<file path="src/rtl/rename_pkg.sv">
package rename_pkg;

    localparam int pc_width = 32;

    localparam logic [3:0] rob_op_syscall = 4'd1;
    localparam logic [3:0] rob_op_break   = 4'd2;

    // decoded micro-op, latched as one group
    typedef struct packed {
        logic [3:0]  iq_choose;
        logic [4:0]  alu0_op;
        logic [2:0]  alu1_op;
        logic [3:0]  agu_op;
        logic [3:0]  bru_op;
        logic [3:0]  rob_op;
        logic [19:0] alu0_imm;
        logic [16:0] agu_imm;
        logic [25:0] bru_imm;
    } uop_t;

    // one slot at the stage-3 / stage-4 boundary
    typedef struct packed {
        logic                vld;
        logic [pc_width-1:0] pc;
        logic [pc_width-1:0] pc_target;
        logic [2:0]          except;        // fetch/decode exception flags
        logic [14:0]         except_code;
        uop_t                uop;
    } decode_slot_t;

    typedef struct packed {
        logic flush;
        logic hold;
        logic pause;
    } stage_ctrl_t;

    // valid syscall or break recorded in the ROB op
    function automatic logic is_sys_brk(input decode_slot_t slot);
        logic sys_op;
        sys_op = (slot.uop.rob_op == rob_op_syscall) ||
                 (slot.uop.rob_op == rob_op_break);
        return slot.vld && sys_op;
    endfunction

endpackage

</file>
<file path="src/rtl/trap_scan.sv">
module trap_scan
    import rename_pkg::*;
#(
    parameter int num_slots = 4
) (
    input  decode_slot_t [num_slots-1:0] dec_group,
    output logic         [num_slots-1:0] kill
);

    // the youngest slot's own trap kills nothing, so no flag for it
    logic [num_slots-2:0] trap;

    genvar i;

    generate
        for (i = 0; i < num_slots - 1; i++) begin : g_trap
            logic fetch_exc;
            logic sys_exc;

            assign fetch_exc = |dec_group[i].except;      // any decode-side exception
            assign sys_exc   = is_sys_brk(dec_group[i]);
            assign trap[i]   = fetch_exc || sys_exc;
        end
    endgenerate

    assign kill[0] = 1'b0;                                // oldest slot always survives

    generate
        for (i = 1; i < num_slots; i++) begin : g_kill
            // prefix or over all older slots
            assign kill[i] = kill[i-1] | trap[i-1];
        end
    endgenerate

endmodule

</file>
<file path="src/rtl/group_stage_reg.sv">
module group_stage_reg
    import rename_pkg::*;
#(
    parameter int num_slots = 4
) (
    input  logic                         clk,
    input  logic                         rst_n,
    input  stage_ctrl_t                  ctrl,
    input  decode_slot_t [num_slots-1:0] dec_group,
    input  logic         [num_slots-1:0] kill,
    output decode_slot_t [num_slots-1:0] stage_group
);

    logic advance;                                        // stage free to take new data

    assign advance = !ctrl.flush && !ctrl.hold && !ctrl.pause;

    genvar i;

    generate
        for (i = 0; i < num_slots; i++) begin : g_slot
            decode_slot_t        in_slot;
            logic                sys_brk;
            logic                pc_load;

            logic                vld_q;
            logic [2:0]          except_q;
            logic [pc_width-1:0] pc_q;
            logic [pc_width-1:0] target_q;
            logic [14:0]         code_q;
            uop_t                uop_q;

            assign in_slot = dec_group[i];
            assign sys_brk = is_sys_brk(in_slot);

            // pc only follows live or excepting slots that survive the squash
            assign pc_load = advance && !kill[i] && (in_slot.vld || (|in_slot.except));

            always_ff @(posedge clk or negedge rst_n) begin
                if (!rst_n) begin
                    vld_q    <= 1'b0;
                    except_q <= 3'd0;
                end else if (ctrl.flush) begin
                    vld_q    <= 1'b0;
                    except_q <= 3'd0;
                end else if (ctrl.hold) begin
                    vld_q    <= vld_q;
                    except_q <= except_q;
                end else if (ctrl.pause || kill[i]) begin   // bubble or squashed
                    vld_q    <= 1'b0;
                    except_q <= 3'd0;
                end else begin
                    vld_q    <= in_slot.vld;
                    except_q <= in_slot.except;
                end
            end

            always_ff @(posedge clk or negedge rst_n) begin
                if (!rst_n) begin
                    pc_q     <= '0;
                    target_q <= '0;
                end else if (pc_load) begin
                    pc_q     <= in_slot.pc;
                    target_q <= in_slot.pc_target;
                end
            end

            // captured even while paused or killed
            always_ff @(posedge clk or negedge rst_n) begin
                if (!rst_n) begin
                    code_q <= 15'd0;
                end else if (ctrl.flush) begin
                    code_q <= 15'd0;
                end else if (ctrl.hold) begin
                    code_q <= code_q;
                end else if (sys_brk) begin
                    code_q <= in_slot.except_code;
                end
            end

            always_ff @(posedge clk or negedge rst_n) begin
                if (!rst_n) begin
                    uop_q <= '0;
                end else if (advance) begin                 // kill does not stop the uop
                    uop_q <= in_slot.uop;
                end
            end

            assign stage_group[i] = '{
                vld:         vld_q,
                pc:          pc_q,
                pc_target:   target_q,
                except:      except_q,
                except_code: code_q,
                uop:         uop_q
            };
        end
    endgenerate

endmodule

</file>
<file path="src/rtl/rename_stage4.sv">
module rename_stage4
    import rename_pkg::*;
#(
    parameter int num_slots = 4
) (
    input  logic                         clk,
    input  logic                         rst_n,
    input  stage_ctrl_t                  ctrl,
    input  decode_slot_t [num_slots-1:0] dec_group,
    output decode_slot_t [num_slots-1:0] stage_group
);

    logic [num_slots-1:0] kill;                           // younger-slot squash mask

    trap_scan #(
        .num_slots (num_slots)
    ) u_trap_scan (
        .dec_group (dec_group),
        .kill      (kill)
    );

    group_stage_reg #(
        .num_slots (num_slots)
    ) u_group_stage_reg (
        .clk         (clk),
        .rst_n       (rst_n),
        .ctrl        (ctrl),
        .dec_group   (dec_group),
        .kill        (kill),
        .stage_group (stage_group)
    );

endmodule

</file>
<file path="config.mk">
export PLATFORM = sky130hd
export DESIGN_NAME = rename_stage4
export DESIGN_NICKNAME = d
export VERILOG_FILES = /design/src/rtl/rename_pkg.sv /design/src/rtl/trap_scan.sv /design/src/rtl/group_stage_reg.sv /design/src/rtl/rename_stage4.sv
export SDC_FILE = /design/constraint.sdc
export NUM_CORES = 1
export LEC_CHECK = 0
export BUFFER_PORTS_ARGS = -buffer_cell sky130_fd_sc_hd__buf_2
export CORE_AREA = 4 4 529 531
export CTS_BUF_LIST = sky130_fd_sc_hd__clkbuf_4
export DETAILED_ROUTE_END_ITERATION = 10
export DIE_AREA = 0 0 533 535
export PLACE_DENSITY = 0.3
export SYNTH_ARGS = -nofsm -noshare
export SYNTH_HDL_FRONTEND = slang
export SYNTH_HIERARCHICAL = 1
export SYNTH_SLANG_ARGS = --single-unit
</file>
<file path="constraint.sdc">
create_clock -name clk -period 1.18 [get_ports clk]
set_input_delay 0.354 -clock clk [delete_from_list [all_inputs] [get_ports clk]]
set_output_delay 0.354 -clock clk [all_outputs]
set_load 0.05 [all_outputs]
</file>
==> flow_summary.ini, run 1 <==
[die]
initial_core_util_pct = 9.52
rows = 193
fp.dieH_um = 535
num_io_pins = 1365
die_w_um = 533

[synth]
synth_top_area_share_pct = 64.9
avgSynthCellArea_um2 = 11.2
synth_cell_types = 27
synth_area_leaders = dfrtp_1 (65%), nand2_1 (15%), mux2_2 (8.0%), mux2_1 (3.0%), nand2b_1 (3.0%)
synth-seq-cells = 680
synth_most_common_cell = nand2_1
synth_flop_cell = dfrtp_1
synth_nets = 3031
synth_cells = 2346
synth_edf_count = 0
yosysSeqAreaShare_pct = 64.9
synth_common_cells = nand2_1 (1045), dfrtp_1 (680), mux2_2 (186)
yosysWarningCount = 6
synth_area_um2 = 26200
synth_top_area_cell = dfrtp_1
ys_async_sr_fraction_pct = 100

[cts]
clock-sinks = 680
cts_hold_buffers = 1599
cts_root_buf = clkbuf_4
cts_max_level = 4
clock_path_buffers = 4
cts_made_buffers = 224
cts_setup_buffers = 129
cts_resized = 1171

[placed_design]
hpwl_um = 148000
gp_congestion = 0.847
port_buffers = 1364

[outcome]
status = aborted with a tool error
failed_stage = clock tree synthesis
tool.error = [ERROR RSZ-0060] Max buffer count reached.
through the flow:
step / utilization [%] / hold slack [ns] / worst slack (ns) / std cells / area, µm²
after floorplan: - / 0.0584 / -0.986 / 2346 / 26900
after global placement: 15.2 / 0.206 / -2.02 / 7466 / 41800
after detailed placement: 15.2 / 0.206 / -2.02 / 7466 / 41800
cells by family after synthesis:
family          count (synthesis)  synth area share (%)
flops                         680                  64.9
buf+inv                       129                  2.29
xor+xnor                        7                 0.234
compound gates                 18                 0.615
simple gates                 1195                  18.7
mux                           316                  13.3
other cells                     1                0.0143
==> inputs of run 2 (changes only) <==
CORE_AREA = 4 4 530 532   (was 4 4 529 531)
CTS_BUF_LIST = default   (was sky130_fd_sc_hd__clkbuf_4)
DIE_AREA = 0 0 534 536   (was 0 0 533 535)
PLACE_DENSITY = default   (was 0.3)
PLACE_DENSITY_LB_ADDON = 0.15   (was default)
==> flow_summary.ini, run 2 <==
[sta]
worst_pin_slew_ns = 0.943
post-route-min-period_ns = 1.83
drv_slew = 0
max_freq_mhz = 546
final_hold_viol_count = 0
fin_hold_ws_ns = 0.186
tns_ns = -451.66
final.setup.worst_slack_ns = -0.650
period_share_pct = 155
skew_ns = 0
rsz0062_at_grt = yes
finalSetupViolCount = 994
max_slew_margin_pct = 37.1

[power_and_ir_drop]
p_total_mw = 90.4
p_leak_nw = 28.0
cellPowerDensity_nw_per_um2 = 1550
vdd_drop_max_uv = 1070

[global_routing]
antenna_found_initial = 60
grt-ovfl-total = 0
grt.total_usage_pct = 12.3
grt_pass1_vias = 29400
grt_max_degree = 134
grt_first_pass_wirelength_um = 248000

[placed_design]
dpl-instance-area_um2 = 41700
gp_congestion = 0.834
hpwl_um = 146000
dpl.cell_count = 7460
preCtsSetupSlack_ns = -1.58
port_buffers = 1364

[worst_setup_path]
critical-path-top-delay-family = buffers and inverters
critPathMaxStageDelay_ns = 0.33
critical_path.max_fanout = 7
start_kind = input port
crit_buf_inv = 7
worstPathArrival_ns = 2.51
path_cells = buf_6 > xor2_2 > nand3_1 > nand4_1 > buf_6 > nor4_4 > buf_4 > o41a_4 > buf_12 > buf_12 > buf_12 > buf_16 > mux2_4
crit_required_ns = 1.86
end_kind = register
crit_type = in2reg
crit_slowest_cell = nor4_4
cpMostUsedCell = buf_12

[final_layout]
final_util_pct = 21.2
multiInputGateArea_um2 = 9660
final_cell_mix = nand2_1 (1039), dlygate4sd3_1 (681), buf_2 (680)
largest_register_ffs = 348
drive_gt1_share_pct = 46.2
final_area_um2 = 58400
seqCellArea_um2 = 17100
area_growth_pct = 123
fillCellCount = 30100
final_common_cell = nand2_1
num-nets-final = 5478
layout.cells.non_filler = 8605

[synth]
ys_async_sr_fraction_pct = 100
avgSynthCellArea_um2 = 11.2
synth_cell_types = 27
synth_area_leaders = dfrtp_1 (65%), nand2_1 (15%), mux2_2 (8.0%), mux2_1 (3.0%), nand2b_1 (3.0%)
synth_cells = 2346
synth_area_um2 = 26200
yosysWarningCount = 6
synth_flop_cell = dfrtp_1
synth_top_area_share_pct = 64.9
synth-seq-cells = 680
yosysSeqAreaShare_pct = 64.9
synth_top_area_cell = dfrtp_1
synth_common_cells = nand2_1 (1045), dfrtp_1 (680), mux2_2 (186)
synth_nets = 3031
synth_edf_count = 0
synth_most_common_cell = nand2_1

[routing]
routedWlPerCell_um = 21.5
wl_um = 185000
drt_iter0_drc = 962
num_vias = 26700
detail_route.vias_per_cell = 3.10
first_pass_iters = 5
postRouteAntennaNets = 0
drt_drc_violations_left = 0

[cts]
cts_max_level = 3
path_clk_slew_ns = 0.05
cts_tree = done
clock_path_buffers = 4
cts_root_buf = clkbuf_16
cts_made_buffers = 101
clk_latency_ns = 0.78
clock-sinks = 680

[die]
num_io_pins = 1365
initial_core_util_pct = 9.50
die_w_um = 534
core-area_um2 = 276000
rows = 193
dieArea_um2 = 286000
fp.dieH_um = 536

[outcome]
violations = negative setup slack
status = finished, violations left

[flow_run]
maxCapViolations = 0

[hold_path]
hold_class = in2reg
## run 2: timing repair
| item | CTS | global route |
|---|---|---|
| setup buffers | 136 | 119 |
| hold buffers | 681 | 0 |
| cloned | 12 | 8 |
| pin swaps | 5 | 8 |
| endpoints found under the setup margin | 862 | 969 |
| endpoints found under the hold margin | 1360 | 0 |
| gates resized for setup | 1176 | 184 |
## run 2: path summary, 6_finish.rpt
kind | start | to | slack [ns] | depth (start not counted)
max | dec_group[64] | u_group_stage_reg/g_slot[2].target_q[20] | -0.65 | 13
min | ctrl[2] | u_group_stage_reg/stage_group[235] | 0.19 | 5
max reg2reg | u_group_stage_reg/g_slot[0].pc_q[29] | u_group_stage_reg/g_slot[0].pc_q[29] | 0.15 | 3
min reg2reg | u_group_stage_reg/stage_group[69] | u_group_stage_reg/stage_group[69] | 0.49 | 2
max in group asynchronous | rst_n | u_group_stage_reg/g_slot[1].pc_q[12] | 0.38 | 4
min in group asynchronous | rst_n | u_group_stage_reg/g_slot[3].pc_q[16] | 0.20 | 3
## run 2: layout make-up
cell class | instances | share of cell area (%)
clock inverter | 22 | 0.565
tap | 3705 | 7.93
clock buffer | 153 | 5.02
sequential | 680 | 29.2
timing repair buffer | 2473 | 40.6
multi-input combinational | 1537 | 16.5
antenna | 35 | 0.150
## run 2: worst register-to-register path: stages (launching register included)
cell and delay, ns:
dfrtp_1 0.39, buf_4 0.14, buf_4 0.12, mux2_4 0.27
## run 2: power by group
group	internal, mW	total, mW	switching (mW)
sequential	26.4	29.0	2.64
clock	18.4	30.7	12.4
combinational	12.9	30.7	17.8
total	57.6	90.4	32.8
## run 2: kinds of logic after synthesis
kind of cell	share of synthesized area, %
AOI/OAI and AO/OA	0.615
xor gates and xnor gates	0.234
buffers and inverters	2.29
DFF	64.9
muxes	13.3
other	0.0143
and+or+nand+nor	18.7
## run 2: metal layers
metal / track usage (%) / part of all wire [%] / wire length, µm / up-vias
met5: 0 / 0.097 / 179 / -
met2: 20.8 / 48 / 88400 / 1092
met3: 5.54 / 10 / 19000 / 255
met1: 13.8 / 39 / 71800 / 12900
met4: 3.94 / 3.3 / 6120 / 28
li1: - / - / - / 12400
Power figures use the tool's default switching activity.
==> inputs of run 3 (changes only) <==
SKIP_LAST_GASP = 1   (was default)
==> flow_summary.ini, run 3 (synthesis gave the netlist of run 2 again) <==
[final_layout]
fillCellCount = 30100
num-nets-final = 5478
seqCellArea_um2 = 17100
final_cell_mix = nand2_1 (1039), dlygate4sd3_1 (681), buf_2 (680)
final_common_cell = nand2_1
largest_register_ffs = 348
layout.cells.non_filler = 8605
final_util_pct = 21.2
area_growth_pct = 123
multiInputGateArea_um2 = 9660
drive_gt1_share_pct = 46.2
final_area_um2 = 58400

[power_and_ir_drop]
p_leak_nw = 28.0
cellPowerDensity_nw_per_um2 = 1550
internal-power_mw = 57.6
p_clk_share_pct = 34.0
p_total_mw = 90.5
sw_frac_of_total_pct = 36.3
sequentialPowerShare_pct = 32.1
pwr-share-comb_pct = 33.9
vdd_drop_max_uv = 1070
p_switching_mw = 32.8

[placed_design]
hpwl_um = 146000
dpl.cell_count = 7460
preCtsSetupSlack_ns = -1.58
gp_congestion = 0.834
port_buffers = 1364
dpl-instance-area_um2 = 41700

[worst_setup_path]
rr_endpoint = u_group_stage_reg/g_slot[0].pc_q[29]
worstPathArrival_ns = 2.51
crit_type = in2reg
path_cells = buf_6 > xor2_2 > nand3_1 > nand4_1 > buf_6 > nor4_4 > buf_4 > o41a_4 > buf_12 > buf_12 > buf_12 > buf_16 > mux2_4
critical_path.max_fanout = 7
start_kind = input port
cpMostUsedCell = buf_12
end_kind = register
critical-path-top-delay-family = buffers and inverters
crit_buf_inv = 7
r2r_start = u_group_stage_reg/g_slot[0].pc_q[29]
rrSetupSlack_ns = 0.15
crit_slowest_cell = nor4_4
r2r_cells = 3
critPathMaxStageDelay_ns = 0.33
crit_required_ns = 1.86

[routing]
drt_iter0_drc = 971
num_vias = 26700
drt_drc_violations_left = 0
postRouteAntennaNets = 0
routedWlPerCell_um = 21.5
detail_route.vias_per_cell = 3.10
wl_um = 185000
first_pass_iters = 6

[die]
fp.dieH_um = 536
rows = 193
core-area_um2 = 276000
die_w_um = 534
num_io_pins = 1365
dieArea_um2 = 286000
initial_core_util_pct = 9.50

[cts]
clock-sinks = 680
clk_latency_ns = 0.78
cts_tree = done
cts_made_buffers = 101
path_clk_slew_ns = 0.05
clock_path_buffers = 4
cts_root_buf = clkbuf_16
cts_max_level = 3

[global_routing]
grt_pass1_vias = 29400
grt_max_degree = 134
grt.total_usage_pct = 12.3
antenna_found_initial = 60
grt-ovfl-total = 0
grt_first_pass_wirelength_um = 248000

[sta]
final.setup.worst_slack_ns = -0.650
worst_pin_slew_ns = 0.944
final_hold_viol_count = 0
finalSetupViolCount = 994
drv_slew = 0
period_share_pct = 155
max_slew_margin_pct = 37.1
tns_ns = -451.69
fin_hold_ws_ns = 0.186
skew_ns = 0
post-route-min-period_ns = 1.83
max_freq_mhz = 546
rsz0062_at_grt = yes

[outcome]
violations = negative setup slack
status = finished, violations left

[hold_path]
min_path_cells = 5
hold_end = u_group_stage_reg/stage_group[235]
hold_class = in2reg
worst_hold_startpoint = ctrl[2]

[flow_run]
maxCapViolations = 0
==> run 3: cell counts in the layout (fill, tap and decap cells not counted) <==
No cell type changed its count.
==> run 3: per-layer routing <==
metal  vias up  wire length, µm  track usage [%]
met1     12900            71900             13.8
li1      12400                -                -
met3       255            18800             5.54
met4        28             6120             3.94
met2      1096            88400             20.8
met5         -              179                0
==> run 3: worst max path at each step <==
stage                                        from                                        to  slack (ns)  cells past startpoint
2_1_floorplan                             ctrl[2]       u_group_stage_reg/g_slot[1].pc_q[0]       -0.99                      7
3_3_place_gp                        dec_group[63]       u_group_stage_reg/g_slot[3].pc_q[5]       -1.56                      9
3_5_place_dp                        dec_group[63]      u_group_stage_reg/g_slot[3].pc_q[22]       -1.58                      9
4_1_cts        u_group_stage_reg/stage_group[400]                          stage_group[400]       -0.76                      1
5_1_grt        u_group_stage_reg/stage_group[400]                          stage_group[400]       -0.75                      1
6_report                            dec_group[64]  u_group_stage_reg/g_slot[2].target_q[20]       -0.65                     13
==> run 3: final cells by class <==
type | instances | share of cell area, %
clock buffers | 153 | 5.02
multi-input cells | 1537 | 16.5
clock inverters | 22 | 0.565
flip-flops and latches | 680 | 29.2
diodes | 35 | 0.150
repair buffers | 2473 | 40.6
well taps | 3705 | 7.93
==> run 3: repair_timing <==
action,in CTS,in global routing
setup endpoints to repair,862,969
cloned,12,8
pin swaps,5,8
setup buffers,136,119
hold endpoints to repair,1360,0
hold buffers,681,0
gates resized for setup,1175,185
==> run 3: power groups by stage <==
stage	clock (mW)	sequential [mW]	combinational, mW
after floorplan	0	38.8	3.21
after global placement	0	28.8	24.1
after detailed placement	0	28.8	24.1
after CTS	32.5	29.0	30.1
after global routing	33.3	29.4	32.3
final	30.7	29.0	30.7
==> run 3: worst register-to-register path, delay by kind of cell, from the launching register on <==
kind | cells | cell delay, ns
muxes | 1 | 0.27
DFF | 1 | 0.39
buffers and inverters | 2 | 0.26
==> inputs of run 4 (changes only) <==
CORE_AREA = 4 4 526 528   (was 4 4 530 532)
CTS_BUF_LIST = sky130_fd_sc_hd__clkbuf_8   (was default)
DIE_AREA = 0 0 530 532   (was 0 0 534 536)
==> flow_summary.ini, run 4 (synthesis gave the netlist of run 2 again) <==
[outcome]
status = finished, violations left
violations = negative setup slack

[final_layout]
final_area_um2 = 57900
final_common_cell = nand2_1
num-nets-final = 5512
drive_gt1_share_pct = 45.4
final_cell_mix = nand2_1 (1044), dlygate4sd3_1 (680), buf_2 (680)
area_growth_pct = 121
layout.cells.non_filler = 8567
largest_register_ffs = 348

[cts]
clock_path_buffers = 4
cts_tree = done
path_clk_slew_ns = 0.05
cts_made_buffers = 155
cts_root_buf = clkbuf_8
clock-sinks = 680
clk_latency_ns = 0.87
cts_max_level = 4

[power_and_ir_drop]
cellPowerDensity_nw_per_um2 = 1510
p_leak_nw = 28.1
vdd_drop_max_uv = 683

[sta]
tns_ns = -519.27
max_slew_margin_pct = 38.3
post-route-min-period_ns = 1.99
max_freq_mhz = 501
rsz0062_at_grt = yes
drv_slew = 0
period_share_pct = 169
final.setup.worst_slack_ns = -0.815
worst_pin_slew_ns = 0.922
finalSetupViolCount = 952
final_hold_viol_count = 0
skew_ns = 0

[worst_setup_path]
start_kind = input port
cp-startpoint = dec_group[64]
crit_required_ns = 1.91
r2r_start = u_group_stage_reg/g_slot[0].pc_q[2]
crit_type = in2reg
cpMostUsedCell = buf_12
worstPathArrival_ns = 2.72
rr_endpoint = u_group_stage_reg/g_slot[0].pc_q[2]
r2r_cells = 3
critical_path.max_fanout = 4
endpoint = u_group_stage_reg/g_slot[3].target_q[9]
end_kind = register
rrSetupSlack_ns = 0.16
path_cells = buf_8 > xor2_4 > nand3_2 > nand4_1 > buf_4 > a311o_1 > nor3_4 > buf_12 > buf_12 > buf_16 > mux2_4
critPathMaxStageDelay_ns = 0.39
crit_slowest_cell = a311o_1

[routing]
wl_met2_um = 86400
detail_route.vias_per_cell = 3.14
wl_um = 187000
routedWlPerCell_um = 21.8
drt_drc_violations_left = 0
first_pass_iters = 4
route.met3.wl_um = 21400
drt-met1-wl_um = 72200
drt_iter0_drc = 1039
num_vias = 26900
route.top_layer_used = met5
postRouteAntennaNets = 0

[placed_design]
gp_congestion = 0.815
port_buffers = 1364
dpl-instance-area_um2 = 42000
hpwl_um = 147000
dpl.cell_count = 7333

[die]
dieArea_um2 = 282000
rows = 192
fp.dieH_um = 532
initial_core_util_pct = 9.63
die_w_um = 530
core-area_um2 = 272000
num_io_pins = 1365

[global_routing]
grt.total_usage_pct = 12.6
antenna_found_initial = 61
grt_first_pass_wirelength_um = 249000
grt-ovfl-total = 0
grt_pass1_vias = 29600
grt_max_degree = 152

[flow_run]
maxCapViolations = 0

[hold_path]
hold_class = in2reg
==> run 4: cell type report <==
class                      count  area (µm²)
multi-input combinational   1537        9430
clock buffer                 183        2520
fill                       29800      215000
tap                         3589        4490
clock inverter                87         536
antenna                       38        95.1
sequential                   680       17100
timing repair buffer        2453       23800
==> run 4: per-stage QoR <==
| stage | setup slack [ns] | hold WS, ns | power (mW) | util [%] |
|---|---|---|---|---|
| finish | -0.815 | 0.173 | 87.3 | 21.3 |
| global placement | -1.93 | 0.452 | 53.6 | 15.4 |
| floorplan | -0.986 | 0.0584 | 42.0 | - |
| global route | -0.939 | 0.0312 | 92.0 | 21.2 |
| detailed placement | -1.92 | 0.457 | 53.6 | 15.4 |
| CTS | -0.952 | 0.00479 | 89.0 | 20.9 |
==> run 4: worst min path at each step <==
stage / depth (start not counted) / endpoint / from
finish: 5 / u_group_stage_reg/g_slot[2].except_q[0] / ctrl[0]
global route: 5 / u_group_stage_reg/g_slot[2].except_q[0] / ctrl[0]
CTS: 4 / u_group_stage_reg/stage_group[539] / dec_group[539]
global placement: 2 / u_group_stage_reg/stage_group[540] / u_group_stage_reg/stage_group[540]
floorplan: 0 / u_group_stage_reg/g_slot[0].code_q[0] / rst_n
detailed placement: 2 / u_group_stage_reg/stage_group[193] / u_group_stage_reg/stage_group[193]
==> run 4: layer usage <==
layer  vias to the layer above  global-route usage, %
met5                         -                      0
met4                        24                   4.67
met3                       300                   6.26
met2                      1153                   20.7
met1                     12900                   14.0
li1                      12500                      -
==> run 4: report_power, final <==
group	total (mW)	internal (mW)	switching [mW]
logic	30.6	12.7	17.9
registers	29.0	26.4	2.66
clock network	27.6	15.0	12.6
==> run 4: worst max-delay path, delay by kind of cell <==
family / cells / cell delay, ns
buffers and inverters: 5 / 0.84
AND/OR/NAND/NOR: 3 / 0.64
AO/OA/AOI/OAI: 1 / 0.39
multiplexers: 1 / 0.30
XOR/XNOR: 1 / 0.19
==> run 4: repair_timing <==
item,in CTS,in global routing
hold buffers,681,0
resized for setup,1151,55
setup endpoints to repair,816,890
buffers inserted,134,104
cloned,11,4
endpoints found under the hold margin,1360,0
pin swaps,7,7
